<file path="config.mk">
export PLATFORM = sky130hd
export DESIGN_NAME = axi_st_d64_master_top
export DESIGN_NICKNAME = d
export VERILOG_FILES = /design/src/hw/ll_pkg.sv /design/src/hw/ll_auto_sync.sv /design/src/hw/st_ingress.sv /design/src/hw/ll_fifo.sv /design/src/hw/ll_transmit.sv /design/src/hw/phy_concat.sv /design/src/hw/axi_st_d64_master_top.sv
export SDC_FILE = /design/constraint.sdc
export NUM_CORES = 1
export LEC_CHECK = 0
export ABC_AREA = 1
export BUFFER_PORTS_ARGS = -buffer_cell sky130_fd_sc_hd__buf_4
export CELL_PAD_IN_SITES_DETAIL_PLACEMENT = 0
export CELL_PAD_IN_SITES_GLOBAL_PLACEMENT = 2
export CORE_ASPECT_RATIO = 0.9
export CORE_MARGIN = 10
export CORE_UTILIZATION = 34
export CTS_CLUSTER_DIAMETER = 40
export CTS_CLUSTER_SIZE = 12
export DETAILED_ROUTE_END_ITERATION = 8
export GPL_ROUTABILITY_DRIVEN = 0
export PLACE_DENSITY_LB_ADDON = 0.1
export SYNTH_ARGS = -nofsm -noshare
export SYNTH_HDL_FRONTEND = slang
export SYNTH_SLANG_ARGS = --single-unit
</file>
<file path="constraint.sdc">
create_clock -name clk_wr -period 5 [get_ports clk_wr]
set_input_delay 0.75 -clock clk_wr [delete_from_list [all_inputs] [get_ports clk_wr]]
set_output_delay 0.75 -clock clk_wr [all_outputs]
set_load 0.1 [all_outputs]
</file>
<file path="src/hw/ll_pkg.sv">
/*
  Shared sizes and packed types for the AXI-Stream logic link transmitter.
  Every RTL block pulls these in with a wildcard import in its header.
  The PHY word layout here is the single source for bit positions,
  including the credit return bit read back from the receive lane.
*/

package ll_pkg;

  ////////////////////
  // User stream sizes
  localparam int DATA_W      = 64;
  localparam int KEEP_W      = 8;
  localparam int ST_BEAT_W   = 1 + KEEP_W + DATA_W;

  // PHY lane
  localparam int PHY_W       = 80;
  // Spare bits pad the word out to PHY_W
  localparam int PHY_SPARE_W = PHY_W - ST_BEAT_W - 4;

  ////////////////////
  // Buffering and flow control
  localparam int FIFO_DEPTH  = 4;
  localparam int PTR_W       = $clog2(FIFO_DEPTH);
  // One extra state so a full FIFO is distinct from empty
  localparam int CNT_W       = $clog2(FIFO_DEPTH + 1);
  localparam int CRED_W      = 8;

  // Auto-sync programmable delays
  localparam int DELAY_W     = 16;

  // Debug status word
  localparam int DBG_W       = 32;
  localparam int DBG_OCC_W   = 4;

  // One AXI-Stream beat as carried over the link
  typedef struct packed {
    logic              tlast;
    logic [KEEP_W-1:0] tkeep;
    logic [DATA_W-1:0] tdata;
  } st_beat_t;

  // Transmit PHY word, most significant field first
  typedef struct packed {
    logic [PHY_SPARE_W-1:0] spare;
    logic                   credit_ret;
    st_beat_t               payload;
    logic                   push;
    logic                   marker;
    logic                   strobe;
  } phy_word_t;

  // Debug status, unused low bits read as zero
  typedef struct packed {
    logic [CRED_W-1:0]                      credits;
    logic [DBG_OCC_W-1:0]                   occupancy;
    logic [1:0]                             online;
    logic [DBG_W-CRED_W-DBG_OCC_W-3:0]      rsvd;
  } tx_debug_t;

endpackage

</file>
<file path="src/hw/ll_auto_sync.sv">
/*
  Link bring-up helper for the transmitter.
  Delays the tx and rx online indications by programmable cycle counts
  and generates the periodic strobe user bit while the transmit side is
  online. A zero strobe period turns the strobe off.
*/

`timescale 1ns/1ns

module ll_auto_sync import ll_pkg::*; (
  input  logic               clk_wr,
  input  logic               arst_n,
  input  logic               tx_online,
  input  logic               rx_online,
  input  logic [DELAY_W-1:0] delay_x_value,
  input  logic [DELAY_W-1:0] delay_y_value,
  input  logic [DELAY_W-1:0] delay_z_value,
  output logic               tx_online_delay,
  output logic               rx_online_delay,
  output logic               tx_stb_userbit
);

  // Index 0 is transmit, index 1 is receive
  logic [1:0]         online_in;
  logic [1:0]         online_q;
  logic [DELAY_W-1:0] dly_limit [2];
  logic [DELAY_W-1:0] dly_cnt   [2];
  logic [DELAY_W-1:0] stb_cnt;

  assign online_in    = {rx_online, tx_online};
  assign dly_limit[0] = delay_x_value;
  assign dly_limit[1] = delay_y_value;

  ////////////////////
  // Online delay counters
  always_ff @(posedge clk_wr or negedge arst_n) begin
    if (!arst_n) begin
      online_q <= '0;
      for (int i = 0; i < 2; i++) begin
        dly_cnt[i] <= '0;
      end
    end else begin
      for (int i = 0; i < 2; i++) begin
        if (!online_in[i]) begin
          // Drop straight away, restart the count
          dly_cnt[i]  <= '0;
          online_q[i] <= 1'b0;
        end else begin
          // Count equals cycles already seen online
          online_q[i] <= (dly_cnt[i] >= dly_limit[i]);
          if (dly_cnt[i] < dly_limit[i]) begin
            dly_cnt[i] <= dly_cnt[i] + 1'b1;
          end
        end
      end
    end
  end

  assign tx_online_delay = online_q[0];
  assign rx_online_delay = online_q[1];

  ////////////////////
  // Strobe period counter
  always_ff @(posedge clk_wr or negedge arst_n) begin
    if (!arst_n) begin
      stb_cnt <= '0;
    end else if (!online_q[0] || (stb_cnt == delay_z_value - 1'b1)) begin
      stb_cnt <= '0;
    end else begin
      stb_cnt <= stb_cnt + 1'b1;
    end
  end

  // Phase zero of each period, first one on the first online cycle
  assign tx_stb_userbit = online_q[0] && (delay_z_value != '0) && (stb_cnt == '0);

endmodule

</file>
<file path="src/hw/st_ingress.sv">
/*
  User-facing AXI-Stream input stage.
  A single registered skid entry accepts tdata/tkeep/tlast beats, packs
  them into the link payload and holds each one until the transmit
  block takes it. Ready towards the user is enabled one clock after reset.
*/

`timescale 1ns/1ns

module st_ingress import ll_pkg::*; (
  input  logic              clk_wr,
  input  logic              arst_n,
  input  logic [DATA_W-1:0] user_tdata,
  input  logic [KEEP_W-1:0] user_tkeep,
  input  logic              user_tlast,
  input  logic              user_tvalid,
  output logic              user_tready,
  output logic              user_st_vld,
  output st_beat_t          user_st_data,
  input  logic              user_st_ready
);

  logic ready_en;
  logic beat_acc;

  // Room when empty, or when the held beat leaves this cycle
  assign user_tready = ready_en && (!user_st_vld || user_st_ready);
  assign beat_acc    = user_tvalid && user_tready;

  ////////////////////
  // Entry state
  always_ff @(posedge clk_wr or negedge arst_n) begin
    if (!arst_n) begin
      ready_en    <= 1'b0;
      user_st_vld <= 1'b0;
    end else begin
      ready_en <= 1'b1;
      if (beat_acc) begin
        user_st_vld <= 1'b1;
      end else if (user_st_ready) begin
        user_st_vld <= 1'b0;
      end
    end
  end

  // Payload capture
  always_ff @(posedge clk_wr) begin
    if (beat_acc) begin
      user_st_data.tlast <= user_tlast;
      user_st_data.tkeep <= user_tkeep;
      user_st_data.tdata <= user_tdata;
    end
  end

endmodule

</file>
<file path="src/hw/ll_fifo.sv">
/*
  Small circular payload FIFO for the transmit path.
  Read data is shown from the head entry with no extra cycle, a write
  makes the FIFO non-empty on the next clock. Full, empty and the
  occupancy count drive flow control and debug status.
*/

`timescale 1ns/1ns

module ll_fifo import ll_pkg::*; (
  input  logic             clk_wr,
  input  logic             arst_n,
  input  logic             wr_en,
  input  st_beat_t         wr_data,
  input  logic             rd_en,
  output st_beat_t         rd_data,
  output logic             full,
  output logic             empty,
  output logic [CNT_W-1:0] count
);

  st_beat_t         mem [FIFO_DEPTH];
  logic [PTR_W-1:0] wr_ptr;
  logic [PTR_W-1:0] rd_ptr;
  logic             wr_fire;
  logic             rd_fire;

  // Wrap at depth, not only at a power of two
  function automatic logic [PTR_W-1:0] ptr_next(input logic [PTR_W-1:0] ptr);
    return (ptr == PTR_W'(FIFO_DEPTH - 1)) ? '0 : ptr + 1'b1;
  endfunction

  // Overflow and underflow requests are ignored
  assign wr_fire = wr_en && !full;
  assign rd_fire = rd_en && !empty;

  ////////////////////
  // Storage
  always_ff @(posedge clk_wr) begin
    if (wr_fire) begin
      mem[wr_ptr] <= wr_data;
    end
  end

  assign rd_data = mem[rd_ptr];

  // Pointers and occupancy
  always_ff @(posedge clk_wr or negedge arst_n) begin
    if (!arst_n) begin
      wr_ptr <= '0;
      rd_ptr <= '0;
      count  <= '0;
    end else begin
      if (wr_fire) begin
        wr_ptr <= ptr_next(wr_ptr);
      end
      if (rd_fire) begin
        rd_ptr <= ptr_next(rd_ptr);
      end
      case ({wr_fire, rd_fire})
        2'b10:   count <= count + 1'b1;
        2'b01:   count <= count - 1'b1;
        default: count <= count;
      endcase
    end
  end

  assign full  = (count == CNT_W'(FIFO_DEPTH));
  assign empty = (count == '0);

endmodule

</file>
<file path="src/hw/ll_transmit.sv">
/*
  Logic link transmit core.
  Buffers user payloads in the FIFO and pops one per cycle while both
  delayed online flags are up and a credit is available. The credit
  count is reloaded on each link-up, drops on a push and rises on each
  returned credit. Push bit and payload leave through a register.
*/

`timescale 1ns/1ns

module ll_transmit import ll_pkg::*; (
  input  logic              clk_wr,
  input  logic              arst_n,
  input  logic              tx_online,
  input  logic              rx_online,
  input  logic [CRED_W-1:0] init_credit,
  input  logic              rx_credit,
  input  logic              user_valid,
  input  st_beat_t          user_data,
  output logic              user_ready,
  output logic              tx_pushbit,
  output st_beat_t          tx_data,
  output tx_debug_t         tx_debug_status
);

  logic              link_online;
  logic              link_online_q;
  logic              link_up;
  logic              fifo_full;
  logic              fifo_empty;
  logic [CNT_W-1:0]  fifo_count;
  st_beat_t          fifo_rd_data;
  logic              pop;
  logic [CRED_W-1:0] credit;

  ////////////////////
  // Link state
  assign link_online = tx_online && rx_online;
  assign link_up     = link_online && !link_online_q;

  always_ff @(posedge clk_wr or negedge arst_n) begin
    if (!arst_n) begin
      link_online_q <= 1'b0;
    end else begin
      link_online_q <= link_online;
    end
  end

  // Payload buffer
  assign user_ready = !fifo_full;

  ll_fifo u_fifo (
    .clk_wr  (clk_wr),
    .arst_n  (arst_n),
    .wr_en   (user_valid && user_ready),
    .wr_data (user_data),
    .rd_en   (pop),
    .rd_data (fifo_rd_data),
    .full    (fifo_full),
    .empty   (fifo_empty),
    .count   (fifo_count)
  );

  ////////////////////
  // Pop decision
  // No pop on the link-up cycle, the count is stale until reloaded
  assign pop = link_online && link_online_q && !fifo_empty && (credit != '0);

  // Credit counter
  always_ff @(posedge clk_wr or negedge arst_n) begin
    if (!arst_n) begin
      credit <= '0;
    end else if (link_up) begin
      // Returns on this cycle are dropped
      credit <= init_credit;
    end else begin
      credit <= credit - CRED_W'(pop) + CRED_W'(rx_credit);
    end
  end

  // Push register towards the PHY
  always_ff @(posedge clk_wr or negedge arst_n) begin
    if (!arst_n) begin
      tx_pushbit <= 1'b0;
    end else begin
      tx_pushbit <= pop;
    end
  end

  always_ff @(posedge clk_wr) begin
    if (pop) begin
      tx_data <= fifo_rd_data;
    end
  end

  // Debug status
  always_comb begin
    tx_debug_status           = '0;
    tx_debug_status.credits   = credit;
    tx_debug_status.occupancy = DBG_OCC_W'(fifo_count);
    tx_debug_status.online    = {tx_online, rx_online};
  end

endmodule

</file>
<file path="src/hw/phy_concat.sv">
/*
  PHY side of the transmitter.
  Builds the 80-bit transmit word from payload, push and strobe bits and
  registers it onto the lane, zeroed while the link is offline. The
  returned credit bit is picked out of the receive word and registered.
*/

`timescale 1ns/1ns

module phy_concat import ll_pkg::*; (
  input  logic             clk_wr,
  input  logic             arst_n,
  input  logic             tx_online,
  input  st_beat_t         tx_st_data,
  input  logic             tx_st_pushbit,
  input  logic             tx_stb_userbit,
  output logic [PHY_W-1:0] tx_phy0,
  input  logic [PHY_W-1:0] rx_phy0,
  output logic             rx_st_credit
);

  phy_word_t tx_word;
  phy_word_t tx_word_q;
  phy_word_t rx_word;

  ////////////////////
  // Transmit word
  always_comb begin
    tx_word            = '0;
    // Credit return travels the other way only
    tx_word.credit_ret = 1'b0;
    tx_word.payload    = tx_st_data;
    tx_word.push       = tx_st_pushbit;
    // No user marker
    tx_word.marker     = 1'b0;
    tx_word.strobe     = tx_stb_userbit;
  end

  always_ff @(posedge clk_wr or negedge arst_n) begin
    if (!arst_n) begin
      tx_word_q <= '0;
    end else if (tx_online) begin
      tx_word_q <= tx_word;
    end else begin
      // Quiet lane while offline
      tx_word_q <= '0;
    end
  end

  assign tx_phy0 = tx_word_q;

  ////////////////////
  // Credit return
  assign rx_word = rx_phy0;

  always_ff @(posedge clk_wr or negedge arst_n) begin
    if (!arst_n) begin
      rx_st_credit <= 1'b0;
    end else begin
      rx_st_credit <= rx_word.credit_ret;
    end
  end

endmodule

</file>
<file path="src/hw/axi_st_d64_master_top.sv">
/*
  Top level of the 64-bit AXI-Stream transmit link.
  User beats enter through the ingress stage, are buffered and
  credit-gated by the transmit core and leave as one 80-bit PHY word per
  clock. The auto-sync block gates bring-up and marks strobe words.
*/

`timescale 1ns/1ns

module axi_st_d64_master_top import ll_pkg::*; (
  input  logic               clk_wr,
  input  logic               arst_n,
  // Link control
  input  logic               tx_online,
  input  logic               rx_online,
  input  logic [CRED_W-1:0]  init_st_credit,
  // PHY lane
  output logic [PHY_W-1:0]   tx_phy0,
  input  logic [PHY_W-1:0]   rx_phy0,
  // User stream
  input  logic [KEEP_W-1:0]  user_tkeep,
  input  logic [DATA_W-1:0]  user_tdata,
  input  logic               user_tlast,
  input  logic               user_tvalid,
  output logic               user_tready,
  // Status
  output tx_debug_t          tx_st_debug_status,
  // Bring-up delays and strobe period
  input  logic [DELAY_W-1:0] delay_x_value,
  input  logic [DELAY_W-1:0] delay_y_value,
  input  logic [DELAY_W-1:0] delay_z_value
);

  ////////////////////
  // Interconnect
  logic     user_st_vld;
  logic     user_st_ready;
  st_beat_t user_st_data;
  st_beat_t tx_st_data;
  logic     tx_st_pushbit;
  logic     rx_st_credit;
  logic     tx_online_delay;
  logic     rx_online_delay;
  logic     tx_stb_userbit;

  ll_auto_sync u_auto_sync (
    .clk_wr          (clk_wr),
    .arst_n          (arst_n),
    .tx_online       (tx_online),
    .rx_online       (rx_online),
    .delay_x_value   (delay_x_value),
    .delay_y_value   (delay_y_value),
    .delay_z_value   (delay_z_value),
    .tx_online_delay (tx_online_delay),
    .rx_online_delay (rx_online_delay),
    .tx_stb_userbit  (tx_stb_userbit)
  );

  st_ingress u_ingress (
    .clk_wr        (clk_wr),
    .arst_n        (arst_n),
    .user_tdata    (user_tdata),
    .user_tkeep    (user_tkeep),
    .user_tlast    (user_tlast),
    .user_tvalid   (user_tvalid),
    .user_tready   (user_tready),
    .user_st_vld   (user_st_vld),
    .user_st_data  (user_st_data),
    .user_st_ready (user_st_ready)
  );

  // Core sees only the delayed online flags
  ll_transmit u_transmit (
    .clk_wr          (clk_wr),
    .arst_n          (arst_n),
    .tx_online       (tx_online_delay),
    .rx_online       (rx_online_delay),
    .init_credit     (init_st_credit),
    .rx_credit       (rx_st_credit),
    .user_valid      (user_st_vld),
    .user_data       (user_st_data),
    .user_ready      (user_st_ready),
    .tx_pushbit      (tx_st_pushbit),
    .tx_data         (tx_st_data),
    .tx_debug_status (tx_st_debug_status)
  );

  phy_concat u_concat (
    .clk_wr         (clk_wr),
    .arst_n         (arst_n),
    .tx_online      (tx_online_delay),
    .tx_st_data     (tx_st_data),
    .tx_st_pushbit  (tx_st_pushbit),
    .tx_stb_userbit (tx_stb_userbit),
    .tx_phy0        (tx_phy0),
    .rx_phy0        (rx_phy0),
    .rx_st_credit   (rx_st_credit)
  );

endmodule

</file>
After elaboration in Yosys (flattened, before gate mapping) --
Memory sizes are Yosys's and may differ from the RTL's. A register that Yosys moved wholly into a read port is not among the register bits. Cells that the tools add are included.
Operators by class: $add $sub $neg 10, magnitude comparators 4, equality and inequality tests 9, multiplexer cells 16, reductions and logical operators 24
Operators by type and width (count):
- $mux 16 | 5
- $mux 76 | 1
- $add 16x1->16 const B | 3
- $ge 16x16->1 | 2
- $lt 16x16->1 | 2
- $eq 16x16->1 | 1
- $logic_not 16->1 | 1
- $reduce_bool 16->1 | 1
- $sub 16x1->16 const B | 1
- $logic_and 1x1->1 | 12
- $add 8x1->8 | 1
- $mux 8 | 1
- $reduce_bool 8->1 | 1
- $sub 8x1->8 | 1
- $eq 2x2->1 const B | 3
- $mux 1 | 6
- $pmux 3 s2 | 1
- $logic_not 1->1 | 5
- $add 2x1->2 const B | 2
- $mux 2 | 2
- $ne 2x1->1 const B | 2
- $add 3x1->3 const B | 1
- $eq 3x3->1 const B | 1
- $logic_not 3->1 | 1
- other kinds (5) | 6
Word-level totals: output and inout port bits 113, memories 1, bits in writable memories 292, register bits after elaboration 223
Memories:
- u_transmit.u_fifo.mem | words 4, width 73, rd ports 1, clocked after memory_dff 1, write ports 1, RTL line ll_fifo.sv:22 | st_beat_t mem [FIFO_DEPTH];

Longest topological paths before layout --
Gate-level depths: netlist (run 1).
depth after elaboration 7, mapped depth 18, depth with buffers taken out 18

Cells and area by module --
Synthesis (run 1) repeated with hierarchy kept, for this count alone.
Unflattened totals: cells, all modules 2097, area, all modules 24606.1 um^2
Modules (own cells, without submodules):
- ll_fifo | cells each 912, area each 12190.4 um^2, times used 1, seq. area each 8943.6 um^2
- ll_auto_sync | cells each 655, area each 4416.7 um^2, times used 1, seq. area each 1251.2 um^2
- ll_transmit | cells each 206, area each 3153.0 um^2, times used 1, seq. area each 2442.3 um^2
- phy_concat | cells each 240, area each 2561.2 um^2, times used 1, seq. area each 1901.8 um^2
- st_ingress | cells each 84, area each 2284.7 um^2, times used 1, seq. area each 2242.2 um^2

Worst setup path after synthesis (run 1) --
Ideal clock, no wire load.
kind reg2reg, start point register u_transmit.u_fifo.count[1], end point memory u_transmit.u_fifo.mem[0][0] in the netlist's numbering (enable), path buffers 0, slack 0.041 ns, cell stages (with the launch flop) 5, data arrival time 4.454 ns, path through dfrtp_1 > nor2_1 > nand2_1 > nand2_1 > nor2_1
On the way: word-level cells in the longest chain between the ends 6
RTL lines:
- start: declaration | RTL line ll_fifo.sv:19 | output logic [CNT_W-1:0] count
- start signal: assignment | RTL line ll_fifo.sv:61 | 2'b10: count <= count + 1'b1;
- start signal: assignment | RTL line ll_fifo.sv:62 | 2'b01: count <= count - 1'b1;
- start signal: assignment | RTL line ll_fifo.sv:63 | default: count <= count;
- $eq 3x3->1 * | RTL line ll_fifo.sv:68 | assign full = (count == CNT_W'(FIFO_DEPTH));
- $logic_not 1->1 * | RTL line ll_fifo.sv:34, ll_transmit.sv:50
- $logic_and 1x1->1 | RTL line ll_transmit.sv:55 | .wr_en (user_valid && user_ready),
- $logic_and 1x1->1 * | RTL line ll_fifo.sv:34 | assign wr_fire = wr_en && !full;
- $mux 1 * | RTL line ll_fifo.sv:40 | if (wr_fire) begin
- $mux 1 (not written as such) * | RTL line ll_fifo.sv:41 | mem[wr_ptr] <= wr_data;
- end: declaration | RTL line ll_fifo.sv:22
Mark *: on every way between the ends. The rest lies on a longest branch, timed or not.

Final worst setup path (run 1) --
start point register u_auto_sync.online_q[0], end point register u_transmit.credit[6]
On the way: word-level cells in the longest chain between the ends 7, elaborated cells on any way between the ends 8, those cells by class add/sub: 2; mux: 1; reduce/logical: 5
RTL lines:
- start: declaration | RTL line ll_auto_sync.sv:25 | logic [1:0] online_q;
- start signal: indexed assignment | RTL line ll_auto_sync.sv:50 | online_q[i] <= (dly_cnt[i] >= dly_limit[i]);
- $logic_and 1x1->1 | RTL line ll_transmit.sv:38 | assign link_online = tx_online && rx_online;
- named net u_transmit.link_online | RTL line ll_transmit.sv:26 | logic link_online;
- $logic_and 1x1->1 (3 in series) | RTL line ll_transmit.sv:67 | assign pop = link_online && link_online_q && !fifo_empty && (credit != '0);
- named net u_transmit.pop | RTL line ll_transmit.sv:33 | logic pop;
- $sub 8x1->8 | RTL line ll_transmit.sv:77 | credit <= credit - CRED_W'(pop) + CRED_W'(rx_credit);
- $add 8x1->8 | RTL line ll_transmit.sv:77
- $mux 8 | RTL line ll_transmit.sv:73 | end else if (link_up) begin
- end signal: assignment | RTL line ll_transmit.sv:75 | credit <= init_credit;
- end signal: assignment | RTL line ll_transmit.sv:77
- end: declaration | RTL line ll_transmit.sv:34 | logic [CRED_W-1:0] credit;
The timed path passes the listed nets, and every way through them passes these cells. A chain may end at the register's enable or synchronous reset.

==> results.ini, run 1 <==
[outcome]
status=finished, final reports clean

[pwr]
irDropWorstVdd_uv=256
p_leak_nw=12.3
power_density_nw_per_um2=467
total_power_mw=13.7

[grt]
antenna_found_initial=1
grt_busiest_layer=met2
grt-ovfl-total=0
grt_pass1_vias=15200
grtUsageTotal_pct=14.6
met3_usage_pct=3.31
grt_first_pass_wirelength_mm=91.1
grt_use_met1_pct=18.5
use_met2_pct=24.6
grt_max_degree=84

[die]
die-area_um2=80000
die_width_um=297
row_count=91
start_util_pct=34.3
num_io_pins=327
core_um2=68500
die_y_um=269

[timing]
setup_viol=0
fmaxAchievable_ghz=0.286
rsz0062_at_grt=false
setup_tns_ns=0
worstMarginPinSlew_ns=0.972
period_needed_ns=3.49
drv_slew=0
fin_crit_sh_pct=69.9
hold_viol=0
max-slew-margin-rel_pct=35.2
fin_skew_ns=0.0482

[cells_and_area]
final_cell_mix=438 x edfxtp_1, 236 x nand2_1, 236 x buf_4
nNetsFinal=2421
insertedDiodeCount=0
layoutNonFillerInstCount=3163
final_util_pct=42.9
mostFrequentLayoutCell=edfxtp_1
fillers=6469
area_growth_pct=25.3
drive_above_1_share_pct=19.9
finalInstanceArea_um2=29400

[critical_path]
critPathCaptureType=flip-flop
critPathKind=reg2reg
required_ns=5.52
cp.arrival_ns=4.02
setup.worst_path.start=u_auto_sync.online_q[0]
r2r_start=u_auto_sync.online_q[0]
crit_fanout=41
setup.worst_path.start_class=flip-flop

[yosys]
ys_ff_latch=583
synth_top_area_share_pct=56.0
synthDistinctLibCells=40
synth-async-reset-ratio_pct=24.9
synth-main-ff-cell=edfxtp_1
ys_warn_count=0
synth_cells=1885
synth-edff-count=438
synth_area_leaders=edfxtp_1 56%, dfrtp_1 15%, nand2_1 3.8%, o21ai_0 3.5%, nor2_1 3.3%
yosysSeqAreaShare_pct=71.4
syn_area_um2=23500
synth.avg_cell_area_um2=12.5
synth.largest_area_cell=edfxtp_1

[drt]
totalWireLength_mm=59.1
drt-initial-drc-count=744
first_pass_iters=5
ant_nets=0
vias_per_cell=4.56
num_vias=14400
drc_errors=0
post_drt_wl_per_cell_um=18.7

[clock_network]
cts.clk_slew.worst_paths_ns=0.04
ctsResizeCount=0
clk_latency_ns=0.65
cts.path.max_buffers=3
tritoncts=yes
cts_buffers=97
clkSinkCount=583
postCtsHoldBufs=0
clockRootBuffer=clkbuf_16
htree_levels=3
post_cts_buffers=0

[placed_design]
dp.cells=2981
post_dp_cell_area_um2=26200
place_hpwl_mm=35.9
portBuffers=223

[job]
cap_violations=0

[hold_path]
hold_class=in2async

[kinds of logic (layout without fill, tap and decap cells)]
kind of cell / Yosys count / after routing / share of synthesized area, %
other: 2 / 25 / 0.0320
adders and majority gates: 57 / 57 / 3.10
buffers and inverters: 295 / 620 / 5.22
AOI/OAI and AO/OA: 266 / 266 / 6.11
and+or+nand+nor: 623 / 623 / 11.9
xor gates and xnor gates: 59 / 59 / 2.20
DFF: 583 / 583 / 71.4
[through the flow]
stage,hold WS (ns),setup slack (ns)
4_1_cts,0.190,1.39
3_3_place_gp,0.415,1.39
2_1_floorplan,0.413,0.0411
6_report,0.207,1.51
3_5_place_dp,0.424,1.41
5_1_grt,0.196,1.14
[per-layer routing]
layer | vias up | share of wire (%)
met4 | 0 | 2.0
met1 | 7043 | 45
met5 | - | 0
li1 | 7019 | -
met3 | 94 | 4.4
met2 | 277 | 49
[final cells by class]
class	count	area (um^2)	area share [%]
Sequential cell	583	16800	57.1
Multi-Input combinational cell	1030	5610	19.1
Clock buffer	121	2610	8.86
Timing Repair Buffer	241	1860	6.33
Tap cell	930	1160	3.95
Inverter	197	744	2.53
Clock inverter	61	651	2.21
[where the power goes]
| part | leakage, nW | internal, mW | total (mW) | switching (mW) |
|---|---|---|---|---|
| Clock | 1.55 | 4.06 | 6.47 | 2.41 |
| Sequential | 5.97 | 5.65 | 5.79 | 0.136 |
| Combinational | 4.74 | 0.379 | 1.47 | 1.10 |
[cell usage after synthesis (3+ instances only)]
cell	number
nand2_1	236
nor4_1	4
clkbuf_1	63
nand4_1	17
dfrtp_1	145
nor2_2	5
nand3_1	85
nor2_4	13
buf_1	4
inv_1	193
o22ai_1	73
a21oi_1	25
nand3b_1	26
o21ai_0	162
inv_2	3
ha_1	55
xnor2_1	15
buf_4	26
nand2_2	4
edfxtp_1	438
nor2_1	206
nor3_1	19
xor2_1	44
[critical path, stage by stage (launching register included)]
cell and delay [ns]:
dfrtp_4 0.71, nand2_1 0.13, inv_1 0.10, nand4_1 0.17, inv_4 0.53, ha_1 0.35, inv_1 0.06, ha_1 0.16
inv_1 0.05, fa_1 0.36, inv_1 0.10, nand3_1 0.08, nand2_1 0.11, nand2_1 0.08, nand2_1 0.06, a21oi_1 0.07
xor2_1 0.14, o21ai_0 0.13
[final timing paths]
| kind | endpoint | slack, ns | cells past startpoint |
|---|---|---|---|
| max | u_transmit.credit[6] | 1.51 | 17 |
| min | u_auto_sync.stb_cnt[0] | 0.21 | 1 |
| max reg2reg | u_transmit.credit[6] | 1.51 | 17 |
| min reg2reg | u_concat.tx_phy0[20] | 0.43 | 2 |
| max in group asynchronous | u_auto_sync.dly_cnt[5] | 3.68 | 2 |
| min in group clk_wr | u_concat.rx_st_credit | 0.24 | 1 |
[flip-flops by register name, summed over array words and instances (netlist names)]
signal	flops
u_transmit.u_fifo.mem	292
u_concat.tx_phy0	75
u_ingress.user_st_data	73
u_transmit.tx_data	73
u_auto_sync.dly_cnt	32
u_auto_sync.stb_cnt	16
u_transmit.credit	8
u_transmit.u_fifo.count	3
u_auto_sync.online_q	2
u_transmit.u_fifo.rd_ptr	2
u_transmit.u_fifo.wr_ptr	2
u_concat.rx_st_credit	1
u_ingress.ready_en	1
u_ingress.user_st_vld	1
u_transmit.link_online_q	1
u_transmit.tx_pushbit	1
(Power assumes the default switching activity.)
==> run 2: changes to the inputs <==
==> constraint.sdc (replaced) <==
create_clock -name clk_wr -period 3.5 [get_ports clk_wr]
set_input_delay 0.525 -clock clk_wr [delete_from_list [all_inputs] [get_ports clk_wr]]
set_output_delay 0.525 -clock clk_wr [all_outputs]
set_load 0.1 [all_outputs]
==> run 2 against run 1 <==
Die area unchanged; clock skew up 0.0040 ns; cell count up 0.13%; global-route usage down 0.15 points; critical path type unchanged; critical endpoint unchanged.
==> results.ini, run 2 (synthesis gave the netlist of run 1 again) <==
[drt]
post_drt_wl_per_cell_um=18.3  ; -2.0%
ant_nets=0  ; unchanged
drt-initial-drc-count=600  ; -19%
vias_per_cell=4.54  ; -0.61%
drc_errors=0  ; unchanged
first_pass_iters=4  ; -1
totalWireLength_mm=58.0  ; -1.9%
num_vias=14400  ; -0.48%

[die]
die-area_um2=80000  ; unchanged
core_um2=68500  ; unchanged
num_io_pins=327  ; unchanged
die_y_um=269  ; unchanged
row_count=91  ; unchanged
die_width_um=297  ; unchanged
start_util_pct=34.3  ; unchanged

[hold_path]
min-delay-start=user_tkeep[0]
hold_depth=1
hold_class=in2reg

[grt]
grt_first_pass_wirelength_mm=89.9  ; -1.3%
grtUsageTotal_pct=14.4  ; -0.15 points
grt-ovfl-total=0  ; unchanged
grt_pass1_vias=15000  ; -1.3%
grt_max_degree=77  ; -8.3%
antenna_found_initial=2  ; +1

[clock_network]
tritoncts=yes
cts.clk_slew.worst_paths_ns=0.06  ; +0.02 ns
clockRootBuffer=clkbuf_16
clkSinkCount=583  ; unchanged
cts_buffers=91  ; -6.2%
htree_levels=3  ; unchanged
clk_latency_ns=0.65  ; about the same
cts.path.max_buffers=3  ; unchanged
post_cts_buffers=0  ; unchanged

[critical_path]
max_stage_delay_ns=0.49  ; -0.22 ns
critPathKind=reg2reg
setup.worst_path.start=u_transmit.credit[5]
critPathSlowestCell=dfrtp_4
r2r_cells=18  ; +1
path_common_cell=inv_2
crit_fanout=3  ; -93%
required_ns=3.98  ; -1.54 ns
cp.arrival_ns=3.24  ; -0.78 ns
r2r_start=u_transmit.credit[5]
critPathCaptureType=flip-flop
setup.worst_path.start_class=flip-flop
crit_chain=inv_2 > ha_2 > nand4_1 > nand4_1 > clkinvlp_4 > ha_4 > inv_2 > ha_4 > inv_2 > fa_2 > inv_2 > nand3_1 > nand2_1 > nand2_1 > nand2_1 > a21oi_2 > xor2_1 > o21ai_1

[timing]
setup_viol=0  ; unchanged
fin_skew_ns=0.0522  ; +0.00400 ns
rsz0062_at_grt=false
max-slew-margin-rel_pct=36.0  ; +0.84 points
hold_ws_ns=0.0485  ; -0.158 ns
drv_slew=0  ; unchanged
worstMarginPinSlew_ns=0.959  ; -0.0126 ns
setup_tns_ns=0  ; unchanged
hold_viol=0  ; unchanged
fmaxAchievable_ghz=0.363  ; +27%
timing.final.ws_setup_ns=0.743  ; -0.763 ns
period_needed_ns=2.76  ; -0.737 ns
fin_crit_sh_pct=78.8  ; +8.9 points

[cells_and_area]
final_util_pct=43.2  ; +0.23 points
fillers=6405  ; -0.99%
top_register=u_transmit.u_fifo.mem
multi_input_area_um2=5650  ; +0.69%
register_area_um2=16800  ; +0.14%
insertedDiodeCount=0  ; unchanged
nNetsFinal=2431  ; +0.41%
area_growth_pct=26.0
finalInstanceArea_um2=29600  ; +0.54%
layoutNonFillerInstCount=3167  ; +0.13%
mostFrequentLayoutCell=edfxtp_1
final_cell_mix=438 x edfxtp_1, 250 x buf_4, 236 x nand2_1
drive_above_1_share_pct=21.4  ; +1.5 points
largest_register_ffs=292  ; unchanged

[pwr]
p_int_mw=14.6  ; +45%
p_leak_nw=12.3  ; +0.59%
total_power_mw=19.7  ; +44%
pwr-share-clk_pct=47.0  ; about the same
sw_frac_of_total_pct=26.1  ; -0.44 points
irDropWorstVdd_uv=375  ; +46%
netSwitchingPower_mw=5.14  ; +41%
pwr-share-seq_pct=42.1  ; about the same
power_density_nw_per_um2=667  ; +43%
combPwrFrac_pct=10.9  ; +0.2 points

[placed_design]
portBuffers=223  ; unchanged
post_dp_cell_area_um2=26300  ; +0.65%
place_hpwl_mm=36.1  ; +0.48%
place_ws_ns=0.710  ; -0.698 ns
dp.cells=2995  ; +0.47%

[job]
cap_violations=0  ; unchanged

[outcome]
status=finished, final reports clean

## run 2: cell types whose count changed in the layout (fill, tap and decap cells not counted), sizes merged
cell / delta
buf: +14
bufinv: +6
clkbuf: -11
clkinv: -2
clkinvlp: -6
dlygate4sd3: +2
inv: +1
## run 2: critical path: cells and delay by family (launching register included)
kind / cells / cell delay, ns
adders and majority gates: 4 / 0.88
and+or+nand+nor: 6 / 0.62
DFF: 1 / 0.49
buffers and inverters: 5 / 0.38
xor gates and xnor gates: 1 / 0.14
AOI/OAI and AO/OA: 2 / 0.13
## run 2: what timing repair did
| action | in CTS | in global routing |
|---|---|---|
| hold buffers | 2 | 0 |
| gates resized for setup | 0 | 0 |
| endpoints found under the hold margin | 51 | 0 |
## run 2: layout make-up
cell class | instances | area share [%]
timing repair buffer | 257 | 6.72
clock inverter | 60 | 2.70
tap | 930 | 3.93
multi-input combinational | 1030 | 19.1
clock buffer | 110 | 8.21
inverter | 197 | 2.52
sequential | 583 | 56.8
## run 2: power groups by stage
stage                     Sequential, mW  Clock [mW]  Combinational, mW
after global routing                8.35        9.85               2.40
after CTS                           8.30        9.51               2.21
after floorplan                     8.89           0               1.02
final                               8.30        9.27               2.16
after global placement              8.42           0               2.20
after detailed placement            8.43           0               2.20
## run 2: worst paths after layout
path                                                to  slack, ns
setup / recovery                  u_transmit.credit[6]       0.74
setup reg to reg                  u_transmit.credit[6]       0.74
max in group asynchronous  u_transmit.u_fifo.rd_ptr[0]       2.28
min in group asynchronous         u_concat.tx_phy0[34]       0.46
hold / removal              u_ingress.user_st_data[64]       0.05
hold reg to reg                   u_concat.tx_phy0[24]       0.43
## run 2: layer usage
layer / global-route usage [%] / part of all wire [%] / vias to the layer above
met1: 18.5 / 45 / 6975
met3: 3.28 / 4.2 / 94
met2: 24.0 / 48 / 267
met5: 0 / 0.021 / -
li1: - / - / 7025
met4: 4.42 / 2.3 / 2
==> run 3: changes to the inputs <==
==> constraint.sdc (replaced) <==
create_clock -name clk_wr -period 2.9 [get_ports clk_wr]
set_input_delay 0.435 -clock clk_wr [delete_from_list [all_inputs] [get_ports clk_wr]]
set_output_delay 0.435 -clock clk_wr [all_outputs]
set_load 0.1 [all_outputs]
==> run 3 against run 2 <==
Die area unchanged; clock power grew 35%; combinational power rose by 28%; largest power group unchanged; highest routed layer unchanged.
==> results.ini, run 3 (synthesis gave the netlist of run 1 again) <==
[critical_path]
crit_chain=inv_2 > ha_2 > nand4_1 > nand4_1 > clkinvlp_4 > ha_4 > inv_2 > ha_4 > inv_2 > fa_2 > inv_2 > nand3_1 > nand2_2 > nand2_2 > nand2_2 > a21oi_2 > xor2_1 > o21ai_1
cp.arrival_ns=3.24  ; about the same
critPathSlowestCell=dfrtp_4
crit_fanout=3  ; unchanged
required_ns=3.42  ; -0.56 ns
max_stage_delay_ns=0.48  ; about the same
r2r_cells=18  ; unchanged
endpoint=u_transmit.credit[6]
r2r_setup_slack_ns=0.17  ; -0.57 ns
setup.worst_path.start_class=flip-flop
reg2reg_to=u_transmit.credit[6]
setup.worst_path.start=u_transmit.credit[5]
path_common_cell=inv_2
critPathKind=reg2reg
r2r_start=u_transmit.credit[5]
critPathCaptureType=flip-flop

[drt]
drc_errors=0  ; unchanged
drt-initial-drc-count=646  ; +7.7%
wl_met1_mm=26.3  ; +0.67%
topRoutingLayerUsed=met5
num_vias=14900  ; +3.5%
wl_met2_mm=28.8  ; +2.6%
vias_per_cell=4.56  ; +0.60%
totalWireLength_mm=59.3  ; +2.2%
post_drt_wl_per_cell_um=18.2  ; -0.64%
first_pass_iters=5  ; +1
ant_nets=0  ; unchanged
met3_length_mm=2.79  ; +15%

[cells_and_area]
top_register=u_transmit.u_fifo.mem
nNetsFinal=2511  ; +3.3%
insertedDiodeCount=0  ; unchanged
final_cell_mix=438 x edfxtp_1, 240 x buf_4, 233 x nand2_1
mostFrequentLayoutCell=edfxtp_1
layoutNonFillerInstCount=3258  ; +2.9%
area_growth_pct=31.3
finalInstanceArea_um2=30900  ; +4.3%
drive_above_1_share_pct=21.5  ; +0.065 points
largest_register_ffs=292  ; unchanged

[clock_network]
cts_buffers=100  ; +9.9%
htree_levels=3  ; unchanged
cts.path.max_buffers=3  ; unchanged
clkSinkCount=583  ; unchanged
clockRootBuffer=clkbuf_16
post_cts_buffers=0  ; unchanged
cts.clk_slew.worst_paths_ns=0.04  ; -0.02 ns
tritoncts=yes
clk_latency_ns=0.65  ; about the same

[pwr]
irDropWorstVdd_uv=520  ; +39%
p_leak_nw=12.8  ; +4.1%
power_density_nw_per_um2=819  ; +23%

[die]
die-area_um2=80000  ; unchanged
die_y_um=269  ; unchanged
num_io_pins=327  ; unchanged
core_um2=68500  ; unchanged
start_util_pct=34.3  ; unchanged
die_width_um=297  ; unchanged
row_count=91  ; unchanged

[grt]
grt_pass1_vias=15700  ; +4.8%
grt-ovfl-total=0  ; unchanged
grtUsageTotal_pct=14.7  ; +0.28 points
grt_max_degree=149  ; +94%
antenna_found_initial=4  ; +2
grt_first_pass_wirelength_mm=92.6  ; +2.9%

[timing]
period_needed_ns=2.73  ; -0.0286 ns
timing.final.ws_setup_ns=0.172  ; -0.571 ns
fmaxAchievable_ghz=0.367  ; +1.0%
hold_ws_ns=0.0461  ; -0.00236 ns
fin_skew_ns=0.0513  ; -0.000923 ns
hold_viol=0  ; unchanged
drv_slew=0  ; unchanged
rsz0062_at_grt=false
max-slew-margin-rel_pct=28.3  ; -7.8 points
fin_crit_sh_pct=94.1  ; +15 points
worstMarginPinSlew_ns=1.08  ; +0.117 ns
setup_viol=0  ; unchanged

[placed_design]
place_hpwl_mm=35.3  ; -2.1%
post_dp_cell_area_um2=26400  ; +0.25%
dp.cells=2992  ; -0.10%
portBuffers=223  ; unchanged
place_ws_ns=0.112  ; -0.598 ns

[job]
cap_violations=0  ; unchanged

[outcome]
status=finished, final reports clean

[hold_path]
hold_class=in2reg

-- run 3: timing repair --
| action | CTS | global route |
|---|---|---|
| setup endpoints to repair | 0 | 3 |
| gates resized for setup | 0 | 5 |
| endpoints found under the hold margin | 117 | 0 |
| hold buffers | 76 | 0 |
-- run 3: worst min path at each step --
stage	end	cells past startpoint	start
2_1_floorplan	u_auto_sync.dly_cnt[0]	0	arst_n
3_3_place_gp	u_concat.tx_phy0[29]	2	u_transmit.tx_data[26]
3_5_place_dp	u_concat.tx_phy0[29]	2	u_transmit.tx_data[26]
4_1_cts	u_transmit.credit[2]	3	init_st_credit[2]
5_1_grt	u_transmit.credit[2]	3	init_st_credit[2]
6_report	u_transmit.credit[2]	3	init_st_credit[2]
-- run 3: layout make-up --
class / instances / area (um^2)
fillers: 6319 / 37700
flip-flops and latches: 583 / 16800
multi-input cells: 1030 / 5660
repair buffers: 328 / 2790
clock buffers: 118 / 2680
well taps: 930 / 1160
clock inverters: 72 / 986
inverters: 197 / 748
-- run 3: layer usage --
layer	vias up	track usage, %
met1	7227	18.3
met3	102	3.51
met5	-	0
met4	4	4.54
met2	323	25.0
li1	7208	-
-- run 3: power by group --
part           leakage (nW)  internal [mW]  total (mW)  switching, mW
sequential             5.96           9.77        10.0          0.248
clock                  1.74           8.15        12.5           4.32
combinational          5.13          0.800        2.76           1.96
-- run 3: worst max-delay path, delay by kind of cell, from the launching register on --
kind	cells	cell delay, ns
XOR/XNOR	1	0.13
flip-flops	1	0.48
AND/OR/NAND/NOR	6	0.59
AO/OA/AOI/OAI	2	0.20
adder cells (fa/ha/maj)	4	0.85
buffers and inverters	5	0.38
-- run 3: stage by stage --
step / utilization (%) / TNS, ns / power (mW)
2_1_floorplan: - / -4.76 / 12.0
5_1_grt: 45.0 / 0 / 26.3
3_5_place_dp: 38.5 / 0 / 12.9
6_report: 45.0 / 0 / 25.3
3_3_place_gp: 38.5 / 0 / 12.9
4_1_cts: 45.0 / 0 / 25.6
